==> src/hdl/game_pkg.sv <==
package game_pkg;

	// ============================================================
	// Game selection and board flags
	// ============================================================

	// Game numbers as sent in the download stream
	typedef enum logic [7:0] {
		game_scramble = 8'd0,
		game_frogger  = 8'd2,
		game_tazman   = 8'd4,
		game_calipso  = 8'd8,
		game_anteater = 8'd10,
		game_losttomb = 8'd11,
		game_theend   = 8'd12,
		game_stratgyx = 8'd14,
		game_minefld  = 8'd16
	} game_e;

	typedef struct packed {
		logic [7:0] hwsel;           // Hardware variant select
		logic       landscape;
		logic       fourfire;        // Four fire buttons, move+fire mode available
		logic       galaxian_video;
		logic       spare;
	} board_cfg_t;

	// Download indices
	localparam logic [7:0] dl_index_game = 8'd1;
	localparam logic [7:0] dl_index_dip  = 8'd254;

	localparam int dip_count = 4;

	// DIP bytes, index 0 masks port 0
	typedef logic [dip_count-1:0][7:0] dip_t;

	// True for a byte that names a supported game
	function automatic logic game_known(input logic [7:0] value);
		logic known;
		case (value)
			game_scramble, game_frogger, game_tazman,
			game_calipso, game_anteater, game_losttomb,
			game_theend, game_stratgyx, game_minefld:
				known = 1'b1;
			default:
				known = 1'b0;
		endcase
		return known;
	endfunction

endpackage

==> src/hdl/input_pkg.sv <==
package input_pkg;

	// ============================================================
	// Player and system controls, all active high
	// ============================================================

	typedef struct packed {
		logic up;
		logic down;
		logic left;
		logic right;
		logic fire_a;
		logic fire_b;
		logic fire_c;
		logic fire_d;
		logic fire_e;
	} player_ctrl_t;

	typedef struct packed {
		logic start1;
		logic start2;
		logic coin;
	} system_ctrl_t;

	// Keyboard button levels; fire_c..fire_e stay low
	typedef struct packed {
		player_ctrl_t p1;
		player_ctrl_t p2;
		system_ctrl_t sys;
	} kbd_ctrl_t;

	// Board input ports, active low
	typedef struct packed {
		logic [7:0] port3;
		logic [7:0] port2;
		logic [7:0] port1;
		logic [7:0] port0;
	} ports_t;

	// PS/2 set 2 codes in use, bit 8 is the extended flag
	typedef enum logic [8:0] {
		key_up        = 9'h075,	// Arrows match with or without E0
		key_down      = 9'h072,
		key_left      = 9'h06B,
		key_right     = 9'h074,
		key_space     = 9'h029,
		key_ctrl      = 9'h014,
		key_f1        = 9'h005,
		key_f2        = 9'h006,
		key_1         = 9'h016,
		key_2         = 9'h01E,
		key_coin_5    = 9'h02E,
		key_coin_6    = 9'h036,
		key_p2_up     = 9'h02D,	// R
		key_p2_down   = 9'h02B,	// F
		key_p2_left   = 9'h023,	// D
		key_p2_right  = 9'h034,	// G
		key_p2_fire_a = 9'h01C,	// A
		key_p2_fire_b = 9'h01B	// S
	} key_code_e;

	// Joystick word bits shared by both players
	localparam int joy_start1_bit = 8;
	localparam int joy_start2_bit = 9;
	localparam int joy_coin_bit   = 10;

endpackage

==> src/hdl/config_bank.sv <==
`timescale 1ns/1ps

module config_bank
(
	input  logic                 clk_sys,
	input  logic                 reset,
	input  logic                 ioctl_wr,
	input  logic [7:0]           ioctl_index,
	input  logic [24:0]          ioctl_addr,
	input  logic [7:0]           ioctl_dout,
	output game_pkg::game_e      game,
	output game_pkg::dip_t       dip,
	output game_pkg::board_cfg_t board
);
	import game_pkg::*;

	localparam int dip_sel_bits = $clog2(dip_count);

	logic game_wr;
	logic dip_wr;

	assign game_wr = ioctl_wr && (ioctl_index == dl_index_game);
	assign dip_wr  = ioctl_wr && (ioctl_index == dl_index_dip) &&
	                 (ioctl_addr < 25'(dip_count));

	// ============================================================
	// Download capture
	// ============================================================
	always_ff @(posedge clk_sys)
	begin
		if (reset)
		begin
			game <= game_scramble;
			dip  <= '1;	// All switches open
		end
		else
		begin
			if (game_wr)
			begin
				// Unknown numbers fall back to the default board
				if (game_known(ioctl_dout))
					game <= game_e'(ioctl_dout);
				else
					game <= game_scramble;
			end
			if (dip_wr)
				dip[ioctl_addr[dip_sel_bits-1:0]] <= ioctl_dout;
		end
	end

	// ============================================================
	// Board flags per game
	// ============================================================
	always_comb
	begin
		board = '0;
		case (game)
			game_frogger:
				board.hwsel = 8'd1;
			game_tazman:
				board.hwsel = 8'd2;
			game_calipso:
				board.hwsel = 8'd3;
			game_anteater:
				board.hwsel = 8'd6;
			game_losttomb:
			begin
				board.hwsel    = 8'd7;
				board.fourfire = 1'b1;
			end
			game_theend:
				board.galaxian_video = 1'b1;	// Stock hwsel with the other video
			game_stratgyx:
			begin
				board.hwsel     = 8'd5;
				board.landscape = 1'b1;
			end
			game_minefld:
			begin
				board.hwsel    = 8'd8;
				board.fourfire = 1'b1;
			end
			default: ;	// Scramble
		endcase
	end

	a_game_legal: assert property (@(posedge clk_sys) disable iff (reset) game_known(game))
		else $error("stored game number is not a known game");

endmodule

==> src/hdl/input_ctrl_top.sv <==
`timescale 1ns/1ps

module input_ctrl_top
(
	input  logic                 clk_sys,
	input  logic                 reset,
	input  logic [10:0]          ps2_key,
	input  logic [31:0]          joy1,
	input  logic [31:0]          joy2,
	input  logic                 move_fire,
	input  logic                 ioctl_wr,
	input  logic [7:0]           ioctl_index,
	input  logic [24:0]          ioctl_addr,
	input  logic [7:0]           ioctl_dout,
	output input_pkg::ports_t    ports,
	output game_pkg::board_cfg_t board
);
	import input_pkg::*;
	import game_pkg::*;

	kbd_ctrl_t kbd;
	game_e     game;
	dip_t      dip;

	key_event_decoder u_key_event_decoder (
		.clk_sys (clk_sys),
		.reset   (reset),
		.ps2_key (ps2_key),
		.kbd     (kbd)
	);

	// Game number and DIP bytes from the download stream
	config_bank u_config_bank (
		.clk_sys     (clk_sys),
		.reset       (reset),
		.ioctl_wr    (ioctl_wr),
		.ioctl_index (ioctl_index),
		.ioctl_addr  (ioctl_addr),
		.ioctl_dout  (ioctl_dout),
		.game        (game),
		.dip         (dip),
		.board       (board)
	);

	port_mapper u_port_mapper (
		.clk_sys   (clk_sys),
		.reset     (reset),
		.kbd       (kbd),
		.joy1      (joy1),
		.joy2      (joy2),
		.move_fire (move_fire),
		.game      (game),
		.dip       (dip),
		.ports     (ports)
	);

endmodule

==> src/hdl/key_event_decoder.sv <==
`timescale 1ns/1ps

module key_event_decoder
(
	input  logic                 clk_sys,
	input  logic                 reset,
	input  logic [10:0]          ps2_key,
	output input_pkg::kbd_ctrl_t kbd
);
	import input_pkg::*;

	logic       toggle_prev;	// Event toggle seen last clock
	logic       event_seen;
	logic       pressed;
	logic [8:0] norm_code;

	assign event_seen = (toggle_prev != ps2_key[10]);
	assign pressed    = ps2_key[9];

	// Arrow keys arrive with or without the extended prefix
	always_comb
	begin
		norm_code = ps2_key[8:0];
		if ({1'b0, ps2_key[7:0]} inside {key_up, key_down, key_left, key_right})
			norm_code = {1'b0, ps2_key[7:0]};
	end

	// ============================================================
	// Button levels follow press and release events
	// ============================================================
	always_ff @(posedge clk_sys)
	begin
		if (reset)
		begin
			toggle_prev <= ps2_key[10];	// No event on reset release
			kbd         <= '0;
		end
		else
		begin
			toggle_prev <= ps2_key[10];
			if (event_seen)
			begin
				case (norm_code)
					key_up:        kbd.p1.up      <= pressed;
					key_down:      kbd.p1.down    <= pressed;
					key_left:      kbd.p1.left    <= pressed;
					key_right:     kbd.p1.right   <= pressed;
					key_ctrl:      kbd.p1.fire_a  <= pressed;
					key_space:     kbd.p1.fire_b  <= pressed;
					key_f1,
					key_1:         kbd.sys.start1 <= pressed;
					key_f2,
					key_2:         kbd.sys.start2 <= pressed;
					key_coin_5,
					key_coin_6:    kbd.sys.coin   <= pressed;	// One shared coin line
					key_p2_up:     kbd.p2.up      <= pressed;
					key_p2_down:   kbd.p2.down    <= pressed;
					key_p2_left:   kbd.p2.left    <= pressed;
					key_p2_right:  kbd.p2.right   <= pressed;
					key_p2_fire_a: kbd.p2.fire_a  <= pressed;
					key_p2_fire_b: kbd.p2.fire_b  <= pressed;
					default: ;	// Unknown codes are dropped
				endcase
			end
		end
	end

	// Keyboard has no key for the upper fire buttons
	a_no_upper_fire: assert property (@(posedge clk_sys) disable iff (reset)
		!(kbd.p1.fire_c || kbd.p1.fire_d || kbd.p1.fire_e ||
		  kbd.p2.fire_c || kbd.p2.fire_d || kbd.p2.fire_e))
		else $error("keyboard set an upper fire button");

endmodule

==> src/hdl/port_mapper.sv <==
`timescale 1ns/1ps

module port_mapper
(
	input  logic                 clk_sys,
	input  logic                 reset,
	input  input_pkg::kbd_ctrl_t kbd,
	input  logic [31:0]          joy1,
	input  logic [31:0]          joy2,
	input  logic                 move_fire,
	input  game_pkg::game_e      game,
	input  game_pkg::dip_t       dip,
	output input_pkg::ports_t    ports
);
	import input_pkg::*;
	import game_pkg::*;

	player_ctrl_t p1;
	player_ctrl_t p2;
	player_ctrl_t m;	// Both players merged
	system_ctrl_t s;
	logic [31:0]  joy;
	logic [7:0]   in0;	// Active high before inversion
	logic [7:0]   in1;
	logic [7:0]   in2;
	ports_t       ports_next;

	// Joystick bits 0..8 are right, left, down, up, fire a..e
	function automatic player_ctrl_t merge_player(input player_ctrl_t k, input logic [31:0] j);
		player_ctrl_t r;
		r.right  = k.right  | j[0];
		r.left   = k.left   | j[1];
		r.down   = k.down   | j[2];
		r.up     = k.up     | j[3];
		r.fire_a = k.fire_a | j[4];
		r.fire_b = k.fire_b | j[5];
		r.fire_c = k.fire_c | j[6];
		r.fire_d = k.fire_d | j[7];
		r.fire_e = k.fire_e | j[8];
		return r;
	endfunction

	// ============================================================
	// Control merge
	// ============================================================
	assign p1  = merge_player(kbd.p1, joy1);
	assign p2  = merge_player(kbd.p2, joy2);
	assign m   = p1 | p2;
	assign joy = joy1 | joy2;

	assign s.start1 = kbd.sys.start1 | joy[joy_start1_bit];
	assign s.start2 = kbd.sys.start2 | joy[joy_start2_bit];
	assign s.coin   = kbd.sys.coin   | joy[joy_coin_bit];

	// ============================================================
	// Port layouts per game
	// ============================================================
	always_comb
	begin
		// Scramble layout also serves frogger and theend
		in0 = {s.coin, 1'b0, m.left, m.right, m.fire_a, 1'b0, m.fire_b, m.up};
		in1 = {s.start1, s.start2, m.left, m.right, m.fire_a, m.fire_b, 2'b00};
		in2 = {1'b0, m.down, 1'b0, m.up, 3'b000, m.down};

		case (game)
			game_tazman:
			begin
				in0 = {s.coin, 1'b0, m.left, m.right, m.down, m.up, m.fire_a, m.fire_b};
				in1 = 8'h00;
				in2 = {1'b0, s.start2, 5'b00000, s.start1};
			end
			game_calipso:
			begin
				in0 = {s.coin, 1'b0, m.left, m.right, m.down, m.up, 1'b0, s.start2 | m.fire_a};
				in1 = {2'b00, m.left, m.right, m.down, m.up, 2'b00};
				in2 = {7'b0000000, m.fire_a | s.start1};
			end
			game_anteater:
			begin
				in0 = {s.coin, 1'b0, m.left, m.right, m.down, m.up, 1'b0, m.fire_a};
				in1 = {1'b0, m.fire_a, m.left, m.right, m.up, m.down, 2'b00};	// Up and down swapped
				in2 = {1'b0, s.start2, 5'b00000, s.start1};
			end
			game_losttomb:
			begin
				in0 = {s.coin, 1'b0, m.left, m.right, m.down, m.up, s.start1, s.start2};
				// Move+fire puts the stick on the fire direction inputs
				if (move_fire)
					in1 = {1'b0, m.fire_e | m.fire_a, m.left, m.right, m.down, m.up, 2'b00};
				else
					in1 = {1'b0, m.fire_e, m.fire_d, m.fire_a, m.fire_b, m.fire_c, 2'b00};
				in2 = 8'h00;
			end
			game_stratgyx:
				in2 = {m.fire_c, m.down, m.fire_c, m.up, 3'b000, m.down};
			game_minefld:
			begin
				in0 = {s.coin, 1'b0, m.left, m.right, m.down, m.up, 1'b0, s.start1};
				if (move_fire)
					in1 = {2'b00, m.left, m.right, m.down, m.up, 2'b00};
				else
					in1 = {2'b00, m.fire_d, m.fire_a, m.fire_b, m.fire_c, 2'b00};
				in2 = {1'b0, s.start2, 5'b00000, s.start1};
			end
			default: ;
		endcase
	end

	// Inputs pull low and open DIP switches leave them high
	assign ports_next.port0 = dip[0] & ~in0;
	assign ports_next.port1 = dip[1] & ~in1;
	assign ports_next.port2 = dip[2] & ~in2;
	assign ports_next.port3 = dip[3];

	always_ff @(posedge clk_sys)
	begin
		if (reset)
			ports <= '1;
		else
			ports <= ports_next;
	end

	// Port 3 follows DIP byte 3 outside the four-fire games
	a_port3_dip: assert property (@(posedge clk_sys) disable iff (reset)
		!(game inside {game_losttomb, game_minefld}) |=> ports.port3 == $past(dip[3]))
		else $error("port 3 differs from DIP byte 3");

endmodule

==> config.mk <==
export PLATFORM = sky130hd
export DESIGN_NAME = input_ctrl_top
export DESIGN_NICKNAME = d
export VERILOG_FILES = /design/src/hdl/game_pkg.sv /design/src/hdl/input_pkg.sv /design/src/hdl/config_bank.sv /design/src/hdl/input_ctrl_top.sv /design/src/hdl/key_event_decoder.sv /design/src/hdl/port_mapper.sv
export SDC_FILE = /design/constraint.sdc
export NUM_CORES = 1
export LEC_CHECK = 0
export BUFFER_PORTS_ARGS = -buffer_cell sky130_fd_sc_hd__buf_2
export CAP_MARGIN = 20
export CORE_AREA = 2 2 103 105
export CTS_CLUSTER_DIAMETER = 150
export DETAILED_ROUTE_END_ITERATION = 7
export DIE_AREA = 0 0 105 107
export GPL_ROUTABILITY_DRIVEN = 1
export PLACE_DENSITY = 0.66
export SLEW_MARGIN = 20
export SYNTH_ARGS = -nofsm -noshare
export SYNTH_HDL_FRONTEND = slang
export SYNTH_SLANG_ARGS = --single-unit
export TNS_END_PERCENT = 30
==> constraint.sdc <==
create_clock -name clk_sys -period 5.1 [get_ports clk_sys]
set_input_delay 0.51 -clock clk_sys [delete_from_list [all_inputs] [get_ports clk_sys]]
set_output_delay 0.51 -clock clk_sys [all_outputs]
set_load 0.02 [all_outputs]
* After elaboration in Yosys (flattened, before gate mapping)
Memory sizes are Yosys's and may differ from the RTL's. Cells that the tools add are included.
Word-level totals: flip-flop bits (word level) 88, latch bits 0, RAM bits 0, bits in read-only memories 32, output and inout bits 44, logic and storage cells 131, memories kept 1
Memories:
- (no name shown) | words 32, bits a word 1, read ports 1, clocked after memory_dff 0, wr ports 0, RTL line game_pkg.sv:40 | case (value)
Operators by class: add/subtract/negate cells 0, multipliers 0, divide/modulo/power cells 0, magnitude comparators 3, eq/ne operators 33, shift operators 0, multiplexer cells 17, bitwise gates (word level) 26, reduce and logical (&&, ||, !) cells 26
Operator list (count):
- $eq 9x6->1 const B | 7
- $eq 9x5->1 const B | 5
- $eq 8x4->1 const B | 5
- $pmux 8 s5 | 1
- $eq 9x7->1 const B | 4
- $bwmux 32 | 1
- $eq 8x7->1 const B | 4
- $pmux 8 s4 | 1
- $reduce_and 2->1 | 15
- $pmux 4 s7 | 1
- $lt 25x3->1 const B | 1
- $and 8x8->8 | 3
- $not 8->8 | 3
- $pmux 4 s5 | 1
- $eq 9x3->1 const B | 2
- $or 1x1->1 | 18
- $demux 8 s2 | 1
- $mux 8 | 2
- $or 11x11->11 | 1
- $mux 9 | 1
- $or 9x9->9 | 1
- $eq 8x1->1 const B | 1
- $eq 8x2->1 const B | 1
- $eq 8x3->1 const B | 1
- other kinds (13) | 24

* Longest topological paths before layout
Gate-level depths: netlist (run 1).
depth after elaboration 7, gate-level depth with buffers 7

* Hierarchy
From an unflattened synthesis (run 1), not the netlist that was laid out.
Second synthesis, totals: cell total of the unflattened synthesis 439, area, all modules 4244.1 um^2
Modules (own cells, without submodules):
- config_bank | times used 1, cells an instance 198, area an instance 1913.1 um^2
- port_mapper | times used 1, cells an instance 143, area an instance 1451.4 um^2
- key_event_decoder | times used 1, cells an instance 98, area an instance 879.6 um^2

* Worst setup path before layout (run 1)
Ideal clock, no wire load.
kind reg-to-output, start point register u_config_bank.game[4], end point output port board[6] in the netlist's numbering, data arrival time 2.114 ns, required time 4.590 ns, slack 2.476 ns, cell stages (with the launch flop) 6, buffers on the path 2, cell sequence dfxtp_1 > buf_6 > or4_4 > buf_6 > nor4_1 > a21o_1
RTL lines:
- from (decl) | RTL line config_bank.sv:11 | output game_pkg::game_e game,
- from (signal assigned) | RTL line config_bank.sv:33 | game <= game_scramble;
- from (signal assigned) | RTL line config_bank.sv:42 | game <= game_e'(ioctl_dout);
- from (signal assigned) | RTL line config_bank.sv:44 | game <= game_scramble;
- to (decl) | RTL line input_ctrl_top.sv:16 | output game_pkg::board_cfg_t board

==> flow_summary_export.csv, run 1 <==
group,metric,value,unit
status,status,"finished, final reports clean",
global_routing,antenna_found_initial,0,
global_routing,groute.usage.overall,18.9,%
cells_and_area,mostFrequentLayoutCells,"116 x buf_2, 88 x dfxtp_1, 53 x nor2_1",
clock_network,numCtsBuffers,9,
floorplan,core,0.0101,sq mm
clock_network,root_buffer,"clkbuf_8",
synth,synth_cell_types,55,
global_routing,first_global_vias,3480,
cells_and_area,final_util,47.6,%
power,switching_share,23.6,%
timing,report.final.slew_viol_count,0,
synth,syn_area_per_cell,8.94,sq um
placement,place.detailed.hpwl,7.96,mm
clock_network,clkLatencyLatePin,0.35,ns
power,p_int,1.02,mW
clock_network,postCtsSetupRepairBufs,0,
cells_and_area,design_area,0.00481,sq mm
timing,tightest_slew,1.02,ns
setup_path,crit_fanout,17,
power,pwr-share-clk,38.9,%
timing,clock-skew-final,0.0114,ns
setup_path,crit_path_end_kind,"output pin",
timing,fmaxAchievable,360,MHz
floorplan,die_area,0.0112,sq mm
power,power.density,279,mW/mm^2
clock_network,cts_hold_buffers,0,
power,power_frac_comb,9.1,%
power,power_leakage,1.88,nW
synth,synth_cells,439,
timing,holdWs,0.308,ns
clock_network,clk_pin_slew_worst_paths,0.09,ns
placement,pre_cts_slack,2.75,ns
routing,antenna_left,0,
synth,ys_warn_count,0,
timing,hold_viol,0,
timing,rsz0062_at_grt,"false",
placement,place_congestion,0.939,
setup_path,required,4.59,ns
synth,synth-edff-count,0,
clock_network,cts.sinks,88,
global_routing,gr-total-overflow,0,
synth,ys_seq_elements,88,
synth,netlist_area,0.00392,sq mm
floorplan,die_y,107,microns
timing,fin_crit_sh,54.4,%
clock_network,cts_max_level,3,
placement,place_area,0.00459,sq mm
global_routing,grt_max_degree,66,
global_routing,grt_pass1_wl,17.0,mm
timing,layout_min_cycle_time,2.78,ns
setup_path,cp.arrival,2.27,ns
setup_path,criticalPathCategory,"register to output pin",
timing,fin_ws,2.32,ns
setup_path,crit_path_top_delay_cell,"nor3_1",
synth,synthArstFlopShare,0,%
floorplan,ios,164,
routing,first_pass_iters,4,
cells_and_area,layout_commonest_cell,"buf_2",
clock_network,ctsLongestPathBuffers,2,
cells_and_area,antenna_cells,0,
cells_and_area,nNetsFinal,668,
timing,slew_headroom,30.7,%
routing,drtIter0Drc,207,
worst_hold_path,hp-class,"primary input to register",
setup_path,critPathLaunchType,"register",
synth,ys.flop_type,"dfxtp_1",
setup_path,cp_cell_sequence,"nor3_1 -> nand3_1 -> o21ai_0 -> buf_2",
timing,finalSetupViolations,0,
placement,io_buffer_count,116,
power,power_frac_seq,52.0,%
floorplan,rows,37,
routing,routed_via_density,5.24,
setup_path,slowest_delay,0.70,ns
routing,routed_wl,10.5,mm
routing,wire_per_inst,15.2,microns
routing,num_vias,3602,
timing,setup_tns,0,ns
cells_and_area,area_growth,22.5,%
floorplan,die_w,105,microns
routing,drc,0,
power,p_sw,316,uW
cells_and_area,layout-drive-gt1-share,25.6,%
clock_network,tritoncts,"built",
synth,ys_seq_area_share,44.9,%
clock_network,cts_resized,0,
job,cap_violations,0,
power,vdd_ir_drop_max,121,uV
floorplan,initial_core_util,38.9,%
critical path: cells and delay by family, from the launching register on:
| family | cells | cell delay, ns |
|---|---|---|
| flops | 1 | 0.48 |
| simple gates | 2 | 0.99 |
| compound gates | 1 | 0.22 |
| buf+inv | 1 | 0.23 |
final cells by class:
class                           count  area (sq um)
Clock inverter                      3          67.6
Inverter                           26          97.6
Multi-Input combinational cell    301          1940
Timing Repair Buffer              122           623
Clock buffer                       11           141
Fill cell                        1012          5290
Sequential cell                    88          1760
Tap cell                          136           170
path summary, 6_finish.rpt:
path | from | end | slack, ns | cells after the start
worst max-delay path | u_config_bank.game[0] | board[5] | 2.32 | 4
worst min-delay path | ps2_key[10] | u_key_event_decoder.toggle_prev | 0.31 | 1
worst max register to register | u_config_bank.game[4] | u_port_mapper.ports[21] | 2.81 | 4
worst min register to register | u_config_bank.dip[26] | u_port_mapper.ports[26] | 0.42 | 2
state kept, by name (all words and copies together) (netlist names):
register	cells
u_config_bank.dip	32
u_port_mapper.ports	32
u_key_event_decoder.kbd	15
u_config_bank.game	8
u_key_event_decoder.toggle_prev	1
Yosys cell counts, drive strengths merged, types with 6 or more instances:
| library cell | instances | area [sq um] |
|---|---|---|
| dfxtp | 88 | 1760 |
| nor2 | 53 | 199 |
| mux2i | 39 | 390 |
| inv | 26 | 97.6 |
| nand2 | 24 | 90.1 |
| nor4 | 17 | 119 |
| clkbuf | 16 | 60.1 |
| a21oi | 15 | 75.1 |
| nand3 | 15 | 75.1 |
| o21ai | 15 | 75.1 |
| buf | 12 | 80.1 |
| nand4 | 12 | 75.1 |
| or3 | 9 | 56.3 |
| or4 | 9 | 71.3 |
| a21o | 6 | 45.0 |
| nor3 | 6 | 35.0 |
| nor4b | 6 | 52.6 |
logic make-up (layout without fill, tap and decap cells):
logic type,after synthesis,count (layout),share of synthesized area [%]
other,1,5,0.0956
AOI/OAI and AO/OA,76,76,13.3
buffers and inverters,54,162,6.06
muxes,39,39,9.95
xor gates and xnor gates,5,5,1.12
and+or+nand+nor,176,176,24.5
DFF,88,88,44.9
layer usage:
metal / up-vias / share of wire [%] / track usage [%]
li1: 1800 / - / -
met1: 1648 / 46 / 25.3
met2: 135 / 46 / 30.8
met3: 19 / 6.2 / 3.59
met4: 0 / 1.4 / 5.90
met5: - / 0 / 0
power by group through the flow:
stage / Sequential [mW] / Clock, mW / Combinational (mW)
floorplan: 0.724 / 0 / 0.0534
global placement: 0.714 / 0 / 0.119
detailed placement: 0.714 / 0 / 0.120
CTS: 0.698 / 0.525 / 0.121
global route: 0.699 / 0.555 / 0.133
finish: 0.697 / 0.522 / 0.121
per-stage QoR:
stage / total power, mW / std cells
2_1_floorplan: 0.777 / 443
3_3_place_gp: 0.833 / 672
3_5_place_dp: 0.834 / 672
4_1_cts: 1.34 / 686
5_1_grt: 1.39 / 687
6_report: 1.34 / 687
Power figures use the tool's default switching activity.
==> run 2: changes to the inputs <==
ABC_AREA = 1   (was unset)
CORE_AREA = 2 2 104 106   (was 2 2 103 105)
DIE_AREA = 0 0 106 108   (was 0 0 105 107)
clock period = 2.9 ns   (was 5.1 ns; I/O delays follow)
==> run 2 against run 1 <==
Effect of this change:
- combinational power is 92% higher
- largest cell class unchanged
- sequential power is 76% higher
- critical endpoint is now board[4]
- wire length is 8.0% higher
- largest power group unchanged
- clock-buffer cell count is 1 lower
- global-route usage is 1.6 points higher
- via count is 19% higher
- cell count is 25% higher
==> flow_summary_export.csv, run 2 <==
group,metric,value,unit
status,status,"finished, final reports clean",
clock_network,cts_resized,0,
synth,yosysTopAreaCell,"dfxtp_1",
floorplan,ios,164,
cells_and_area,mostFrequentLayoutCells,"166 x nand2_1, 116 x buf_2, 88 x dfxtp_1",
job,cap_violations,0,
routing,antenna_left,0,
floorplan,rows,37,
clock_network,cts.sinks,88,
routing,num_vias,4279,
setup_path,worst-r2r-setup-slack,1.07,ns
global_routing,grt_pass1_wl,18.7,mm
routing,routed_wl,11.3,mm
power,p_sw,636,uW
floorplan,core,0.0102,sq mm
timing,holdWs,0.0425,ns
setup_path,critPathLaunchType,"register",
global_routing,gr-total-overflow,0,
cells_and_area,layout-drive-gt1-share,21.5,%
timing,clock-skew-final,0.00942,ns
synth,ys.flop_type,"dfxtp_1",
setup_path,cp.arrival,2.04,ns
setup_path,criticalPathCategory,"register to output pin",
timing,layout_min_cycle_time,2.33,ns
worst_hold_path,min_from,"ps2_key[10]",
setup_path,required,2.61,ns
clock_network,root_buffer,"clkbuf_8",
routing,drtIter0Drc,204,
clock_network,ctsLongestPathBuffers,2,
setup_path,r2r-end,"u_port_mapper.ports[21]",
synth,synth-edff-count,0,
floorplan,initial_core_util,39.9,%
synth,syn_area_per_cell,6.75,sq um
clock_network,postCtsSetupRepairBufs,0,
timing,rsz0062_at_grt,"false",
clock_network,numCtsBuffers,9,
timing,fmaxAchievable,429,MHz
timing,tightest_slew,0.709,ns
timing,hold_viol,0,
routing,drc,0,
synth,synth_area_leaders,"dfxtp_1 43%, nand2_1 15%, nand3_1 8.8%",
cells_and_area,antenna_cells,0,
setup_path,crit_fanout,6,
setup_path,critPathMostFrequentCell,"nor2_1",
synth,synth.most_common_cell,"nand2_1",
floorplan,die_w,106,microns
floorplan,die_y,108,microns
clock_network,cts_max_level,3,
setup_path,crit_path_end_kind,"output pin",
synth,ys_seq_area_share,43.2,%
setup_path,slowest_delay,0.54,ns
synth,synth_cells,604,
cells_and_area,reg.largest.list,"u_config_bank.dip: 32 flops, u_port_mapper.ports: 32 flops, u_key_event_decoder.kbd: 15 flops",
setup_path,ff2ff_path_depth,6,
routing,first_pass_iters,4,
clock_network,tritoncts,"built",
clock_network,cts_hold_buffers,0,
clock_network,clkLatencyLatePin,0.36,ns
power,pwr-share-clk,38.0,%
timing,fin_crit_sh,80.4,%
timing,report.final.slew_viol_count,0,
setup_path,r2r-start,"u_config_bank.game[4]",
cells_and_area,area_growth,21.7,%
synth,netlist_area,0.00408,sq mm
power,p_int,1.71,mW
cells_and_area,fill_cells,1048,
setup_path,cp_cell_sequence,"nor2_1 -> nand2_1 -> nor3_1 -> nor2_1 -> o31ai_1 -> buf_2",
worst_hold_path,whs_endpoint,"u_key_event_decoder.toggle_prev",
cells_and_area,layout_commonest_cell,"nand2_1",
timing,slew_headroom,52.7,%
power,power_frac_seq,52.2,%
timing,setup_tns,0,ns
power,power_leakage,2.40,nW
synth,ys_warn_count,0,
power,vdd_ir_drop_max,245,uV
global_routing,first_global_vias,3915,
clock_network,clk_pin_slew_worst_paths,0.10,ns
global_routing,antenna_found_initial,0,
placement,io_buffer_count,116,
worst_hold_path,hp-class,"primary input to register",
synth,synth_cell_types,25,
power,switching_share,27.1,%
placement,place.detailed.hpwl,8.71,mm
floorplan,die_area,0.0114,sq mm
synth,synth_common_cells,"166 x nand2_1, 88 x dfxtp_1, 80 x nor2_1",
setup_path,crit_path_top_delay_cell,"nor3_1",
routing,wire_per_inst,13.2,microns
global_routing,grt_max_degree,55,
worst_hold_path,holdPathStages,1,
timing,finalSetupViolations,0,
synth,synth_top_area_share,43.2,%
routing,routed_via_density,5.00,
synth,ys_seq_elements,88,
global_routing,groute.usage.overall,20.5,%
cells_and_area,nNetsFinal,835,
power,power.density,473,mW/mm^2
synth,synthArstFlopShare,0,%
placement,place_congestion,0.852,
power,power_frac_comb,9.9,%
power,finalPower,2.35,mW
==> run 2: final cells by class <==
cell class | count | area [sq um] | area share, %
multi-input combinational | 446 | 2020 | 40.7
sequential | 88 | 1760 | 35.5
timing repair buffer | 120 | 623 | 12.6
inverter | 50 | 188 | 3.78
tap | 136 | 170 | 3.43
clock buffer | 10 | 128 | 2.57
clock inverter | 6 | 75.1 | 1.51
==> run 2: how the worst max path moves through the flow <==
| stage | startpoint | endpoint | slack (ns) | depth (start not counted) |
|---|---|---|---|---|
| 2_1_floorplan | u_config_bank.game[4] | board[4] | 1.16 | 5 |
| 3_3_place_gp | ioctl_addr[15] | u_config_bank.dip[18] | 0.87 | 9 |
| 3_5_place_dp | ioctl_addr[15] | u_config_bank.dip[17] | 0.80 | 9 |
| 4_1_cts | u_config_bank.game[4] | board[4] | 0.59 | 6 |
| 5_1_grt | u_config_bank.game[4] | board[4] | 0.45 | 6 |
| 6_report | u_config_bank.game[4] | board[4] | 0.57 | 6 |
==> run 2: per-layer routing <==
layer,vias up,wire (microns),GRT usage (%)
li1,2193,-,-
met1,1912,5450,28.5
met2,162,4950,32.4
met3,12,758,3.01
met4,0,153,7.71
met5,-,0,0
==> run 2: power by group through the flow <==
stage	clock [mW]	combinational, mW	sequential, mW
after floorplan	0	0.106	1.27
after global placement	0	0.229	1.25
after detailed placement	0	0.232	1.26
after CTS	0.909	0.233	1.23
after global routing	0.953	0.260	1.23
final	0.892	0.232	1.23
==> run 2: cells by family after synthesis <==
family,synth area share (%)
and+or+nand+nor,42.9
DFF,43.2
AOI/OAI and AO/OA,5.92
buffers and inverters,7.67
other,0.0919
xor gates and xnor gates,0.215
==> run 2: critical path, delay by kind of cell, from the launching register on <==
family                 cells  cell delay (ns)
buffers and inverters      1             0.23
AOI/OAI and AO/OA          1             0.14
DFF                        1             0.33
and+or+nand+nor            4             0.97
==> run 2: metrics by stage <==
stage	setup slack, ns	instance area [sq um]	util (%)	instances
after floorplan	1.16	4090	-	608
after global placement	0.871	4760	46.5	840
after detailed placement	0.797	4760	46.5	840
after CTS	0.586	4960	48.5	856
after global routing	0.447	4960	48.5	856
final	0.569	4960	48.5	856
